[config.mk]
export PLATFORM = sky130hd
export DESIGN_NAME = regFile_flat
export DESIGN_NICKNAME = d
export VERILOG_FILES = /design/src/datapathPkg.sv /design/src/regBusIf.sv /design/src/regFile.sv /design/src/flat_wrapper.sv
export VERILOG_INCLUDE_DIRS = /design/src
export SDC_FILE = /design/constraint.sdc
export NUM_CORES = 1
export LEC_CHECK = 0
export BUFFER_PORTS_ARGS = -buffer_cell sky130_fd_sc_hd__buf_2
export CAP_MARGIN = 10
export CORE_UTILIZATION = 35
export CTS_CLUSTER_SIZE = 16
export DETAILED_ROUTE_END_ITERATION = 6
export GPL_TIMING_DRIVEN = 0
export PLACE_DENSITY = 0.56
export SLEW_MARGIN = 25
export SYNTH_ARGS = -nofsm -noshare
export SYNTH_HDL_FRONTEND = slang
export SYNTH_SLANG_ARGS = --single-unit
[constraint.sdc]
create_clock -name Clock -period 2.84 [get_ports Clock]
set_input_delay 0.284 -clock Clock [delete_from_list [all_inputs] [get_ports Clock]]
set_output_delay 0.284 -clock Clock [all_outputs]
set_load 0.01 [all_outputs]
[src/datapath_cfg.svh]
`ifndef DATAPATH_CFG_SVH
`define DATAPATH_CFG_SVH

// --------------------------------------------------
// datapath sizing
// --------------------------------------------------

`define WORD_W    32  // bus, register and MAR width
`define REG_COUNT 16  // general registers R0..R15
`define REG_IDX_W 4   // ra/rb/rc field width

// the IR layout below assumes a 5-bit opcode in the top bits

`endif

[src/datapathPkg.sv]
`include "datapath_cfg.svh"

package datapathPkg;

	// --------------------------------------------------
	// ALU operation codes, same values as the opcode field
	// --------------------------------------------------
	typedef enum logic [4:0] {
		aluAdd  = 5'b00011,
		aluSub  = 5'b00100,
		aluAnd  = 5'b00101,
		aluOr   = 5'b00110,
		aluShr  = 5'b00111,
		aluShra = 5'b01000,
		aluShl  = 5'b01001,
		aluRor  = 5'b01010,
		aluRol  = 5'b01011,
		aluMul  = 5'b01111,
		aluNeg  = 5'b10001,
		aluNot  = 5'b10010
	} aluOpT;

	// --------------------------------------------------
	// IR word, register form and immediate form
	// --------------------------------------------------
	typedef union packed {
		struct packed {
			logic [4:0]                            opcode;
			logic [`REG_IDX_W-1:0]                 ra;
			logic [`REG_IDX_W-1:0]                 rb;
			logic [`REG_IDX_W-1:0]                 rc;
			logic [`WORD_W-5-3*`REG_IDX_W-1:0]     unused;
		} regForm;
		struct packed {
			logic [4:0]                            opcode;
			logic [`REG_IDX_W-1:0]                 ra;
			logic [`REG_IDX_W-1:0]                 rb;
			logic [`WORD_W-5-2*`REG_IDX_W-1:0]     c;  // signed constant
		} immForm;
	} instrT;

endpackage

[src/regBusIf.sv]
`timescale 1ns/1ps
`include "datapath_cfg.svh"

interface regBusIf import datapathPkg::*; ();

	instrT              ir;          // current IR, both decodings
	logic [`WORD_W-1:0] busValue;    // word on the shared bus
	logic [`WORD_W-1:0] regValue;    // register or constant offered
	logic               regDrive;    // rOut or baOut active
	logic               constDrive;  // cOut active

	// --------------------------------------------------
	// register file side
	// --------------------------------------------------
	modport regSide (
		input  ir,
		input  busValue,
		output regValue,
		output regDrive,
		output constDrive
	);

	// --------------------------------------------------
	// bus unit side
	// --------------------------------------------------
	modport busSide (
		output ir,
		output busValue,
		input  regValue,
		input  regDrive,
		input  constDrive
	);

endinterface

[src/regFile.sv]
`timescale 1ns/1ps
`include "datapath_cfg.svh"

module regFile import datapathPkg::*; (
	input  logic     Clock,
	input  logic     rstN,
	input  logic     gra,
	input  logic     grb,
	input  logic     grc,
	input  logic     rIn,
	input  logic     rOut,
	input  logic     baOut,
	input  logic     cOut,
	regBusIf.regSide regBus
);

	logic [`WORD_W-1:0]    regs [`REG_COUNT];
	logic [`REG_IDX_W-1:0] regIdx;
	logic [`WORD_W-1:0]    selValue;
	logic [`WORD_W-1:0]    constValue;

	// --------------------------------------------------
	// select and encode
	// --------------------------------------------------
	assign regIdx = ({`REG_IDX_W{gra}} & regBus.ir.regForm.ra)
		| ({`REG_IDX_W{grb}} & regBus.ir.regForm.rb)
		| ({`REG_IDX_W{grc}} & regBus.ir.regForm.rc);

	always_ff @(posedge Clock or negedge rstN) begin
		if (!rstN) begin
			for (int i = 0; i < `REG_COUNT; i++) begin
				regs[i] <= '0;
			end
		end else if (rIn) begin
			regs[regIdx] <= regBus.busValue;
		end
	end

	assign selValue = (baOut && regIdx == '0) ? '0 : regs[regIdx];  // R0 as base reads zero
	assign constValue = `WORD_W'(signed'(regBus.ir.immForm.c));  // sign extend c

	always_comb begin
		if (cOut) begin
			regBus.regValue = constValue;
		end else if (rOut || baOut) begin
			regBus.regValue = selValue;
		end else begin
			regBus.regValue = '0;
		end
	end

	assign regBus.regDrive = rOut | baOut;
	assign regBus.constDrive = cOut;

	// a register access needs a single decoded field
	selOneField: assert property (@(posedge Clock) disable iff (!rstN)
		(rIn || rOut) |-> $onehot0({gra, grb, grc}));

endmodule

[src/flat_wrapper.sv]
// flat-port wrapper written by rule: the top's interface ports become plain ports
module regFile_flat import datapathPkg::*;
  (Clock, rstN, gra, grb, grc, rIn, rOut, baOut, cOut, regBus_ir, regBus_busValue, regBus_regValue, regBus_regDrive, regBus_constDrive);
  regBusIf regBus_i ();
  input  logic Clock;
  input  logic rstN;
  input  logic gra;
  input  logic grb;
  input  logic grc;
  input  logic rIn;
  input  logic rOut;
  input  logic baOut;
  input  logic cOut;
  input wire logic [$bits(regBus_i.ir)-1:0] regBus_ir;
  input wire logic [$bits(regBus_i.busValue)-1:0] regBus_busValue;
  output wire logic [$bits(regBus_i.regValue)-1:0] regBus_regValue;
  output wire logic [$bits(regBus_i.regDrive)-1:0] regBus_regDrive;
  output wire logic [$bits(regBus_i.constDrive)-1:0] regBus_constDrive;
  assign regBus_i.ir = regBus_ir;
  assign regBus_i.busValue = regBus_busValue;
  assign regBus_regValue = regBus_i.regValue;
  assign regBus_regDrive = regBus_i.regDrive;
  assign regBus_constDrive = regBus_i.constDrive;
  regFile u_core (.Clock(Clock), .rstN(rstN), .gra(gra), .grb(grb), .grc(grc), .rIn(rIn), .rOut(rOut), .baOut(baOut), .cOut(cOut), .regBus(regBus_i));
endmodule
==> summary.md <==
| Metric | Value |
|---|---|
| Clk_lat worst skew | ~0.62 ns |
| Total grt overflow | 0 |
| Syn avg cell area | 11.5 sq um |
| Crit-path max cell delay | 0.37 ns |
| Initial Utilization | 35.4% |
| Worst-margin pin slew | about 1.0 ns |
| Largest reg by FF count | u_core.regs |
| Core area | 67300 sq um |
| Clock Path Buffers | 3 |
| Share of synthesized registers carrying an async set or reset | 100% |
| Tcrit/Tclk final | a little over nine tenths |
| Crit path kind | in -> out |
| Initial antenna violation count | 3 |
| CP cell instances | clkbuf_2 > a222oi_1 > buf_4 > buf_4 > buf_6 > a21oi_1 > a21oi_1 > a221oi_1 > o31ai_2 > buf_2 |
| Max FFs per register | 512 |
| Final GP Congestion | 0.882 |
| Switching Power | 6.89 mW |
| Crit path arrival time | 2.52 ns |
| N_diodes | 0 |
| Post-synth top area cell | dfrtp_1 |
| H-tree levels | 2 |
| Post-layout nets | 2342 |
| Min Hold Slack | 0.0384 ns |
| Sequential share of power | 46.5% |
| Vias/cell | 5.59 |
| CTS Buf Count | 56 |
| Fin. Hold Viols | 0 |
| Number of global-route vias before repair | 18200 |
| Status | finished clean |
| Total number of vias | 17800 |
| Clock Tree Root | clkbuf_16 |
| R2r setup slk | 2.04 ns |
| Remaining DRCs | 0 |
| Drt total wl | 77500 um |
| I/O Buffers | 98 |
| Drt first pass iters | 5 |
| Internal | 16.7 mW |
| Row cnt | 95 |
| P&R area growth vs syn | 20.4% |
| DRT iter0 DRCs | ~1500 |
| Peak VDD IR | 0.485 mV |
| Setup_tns | 0 ns |
| Comb pwr share | between 20% and 30% |
| Critical Path Fanout Max | 10 |
| Top_reg_cell synth | dfrtp_1 |
| Clock-pin transition on the worst setup and hold timing paths | 0.06 ns |
| First-pass GRT wire length | about 120000 um |
| All-Layer GR Usage | 22.3% |
| Lkg Pwr | ~12 nW |
| Fin crit period | between 2 and 3 ns |
| Die height | 263 um |
| Slew margin rel. | between 30% and 40% |
| IO Count | 107 |
| Placed cell count | 3050 |
| Die area | 69100 sq um |
| Antenna viol nets, final | 0 |
| Sw Share | 29.2% |
| Commonest cells in the netlist | dfrtp_1 (512), mux2_2 (487), nand2_1 (357), nand3_1 (141), clkbuf_1 (132) |
| Unrepaired setup endpoints after global routing | yes |
| Fill cells | between 6000 and 7000 |
| Core Util, Final | 42.6% |
| Crit path launch type | input port |
| Die X | 263 um |
| Power per Cell Area | 822 nW/um^2 |
| Pwr Total | 23.6 mW |
| Synth top area cells | dfrtp_1 (54%), mux2_2 (23%), nand2_1 (5.6%), nand3_1 (3.0%), clkbuf_1 (2.1%) |
| Layout cells sized above 1 | between 30% and 40% |
| Sequential area share after synthesis | 53.8% |
| Synthesized Nets | between 2000 and 2500 |
| EDFF count, synth | 0 |
| Highest clock rate | 356 MHz |
| Post-route insts no fill | 3184 |
| Synth Warn # | 0 |
| Sequential cell area | approximately 13000 sq um |
| Crit end category | primary output |
| DP HPWL | 54200 um |
| Top-count cell post-synth | dfrtp_1 |
| Clock Sinks | 512 |
| WL/cell | 24.3 um |
| Critical Path Slowest Stage Cell | a222oi_1 |
| Distinct cells, synth | 33 |
| Maxcap violations | 0 |
| Post-Syn Area | 23800 sq um |
| HP Class | in -> reg |
| Synth Register Bits | roughly 500 |
| Top Registers | u_core.regs (512) |
| Setup violators final | 0 |
| Multi-input gate area | 10700 sq um |
| Required time worst endpoint | 2.56 ns |
| Syn Inst Count | 2071 |
| Max-slew violations | 0 |
| Yosys top cell area share | 53.8% |
| Setup Skew | 0 ns |
| Clock Power Share | a little under a third |
| Largest net degree at the start of global routing | 96 |
| CTS tree | yes |
-- area by class of cell --
class	count	area share [%]
Tap cell	873	3.81
Clock buffer	87	5.86
Sequential cell	512	44.7
Timing Repair Buffer	144	3.62
Clock inverter	13	0.441
Multi-Input combinational cell	1374	37.4
Buffer	181	4.21
-- through the flow --
stage               cell area [sq um]  setup WS (ns)
global placement                25400          -8.91
global route                    28700        -0.0657
finish                          28700         0.0324
detailed placement              25600          -1.61
CTS                             28500       -0.00946
floorplan                       23800          0.176
-- critical path: cells and delay by family --
kind	cells	cell delay (ns)
AOI/OAI and AO/OA	5	1.17
buffers and inverters	5	1.04
-- cell usage in the layout, fill, tap and decap left out, types with 7 or more instances in the layout --
cell type and n:
dfrtp_1 512, mux2_2 487, nand2_1 349, nand3_1 141
buf_2 120, clkbuf_1 79, a21oi_1 66, clkbuf_16 59
a211oi_1 52, buf_4 29, a21o_1 26, nor2b_1 26
dlygate4sd3_1 26, mux2_1 25, clkbuf_2 24, clkbuf_8 23
a311oi_1 17, a31oi_1 16, clkbuf_4 15, and2_1 14
buf_6 13, o2111ai_2 13, nor2_1 12, mux2i_1 11
buf_8 10, a211oi_2 10, nor3_2 10, clkinv_2 10
o2111ai_1 9, a311oi_2 8, o21ai_1 8, a31oi_2 7
nor3_1 7
-- power by group through the flow --
stage	logic [mW]	registers (mW)	clock network (mW)
floorplan	3.68	10.7	0
global placement	4.85	10.9	0
detailed placement	5.04	11.0	0
CTS	5.34	10.9	7.31
global route	5.86	11.2	7.61
finish	5.41	11.0	7.19
-- timing repair --
item | CTS | global route
pin swaps | 15 | 18
hold buffers | 26 | 0
setup buffers | 8 | 4
hold endpoints to repair | 344 | 0
resized for setup | 242 | 61
endpoints found under the setup margin | 202 | 77
-- path summary, 6_finish.rpt --
path	startpoint	to	cells past startpoint
max in group asynchronous	rstN	u_core.regs[312]	6
min in group asynchronous	rstN	u_core.regs[324]	2
min reg2reg	u_core.regs[489]	u_core.regs[489]	1
max	grb	regBus_regValue[15]	10
min	regBus_busValue[14]	u_core.regs[302]	2
max reg2reg	u_core.regs[390]	u_core.regs[390]	1
-- cells by family (layout without fill, tap and decap cells) --
kind of cell / Yosys count / in the layout / synth area share, %
DFF: 512 / 512 / 53.8
AOI/OAI and AO/OA: 274 / 274 / 8.05
and+or+nand+nor: 577 / 577 / 10.5
muxes: 523 / 523 / 24.7
buffers and inverters: 185 / 425 / 3.06
-- per-layer routing --
| metal | vias up | GRT usage, % | share of wire (%) |
|---|---|---|---|
| met5 | - | 0 | 0.025 |
| met4 | 4 | 7.18 | 3.3 |
| met3 | 154 | 3.37 | 5.9 |
| met2 | 568 | 36.7 | 48 |
| met1 | 9318 | 30.1 | 43 |
| li1 | 7767 | - | - |
Power figures use the tool's default switching activity.
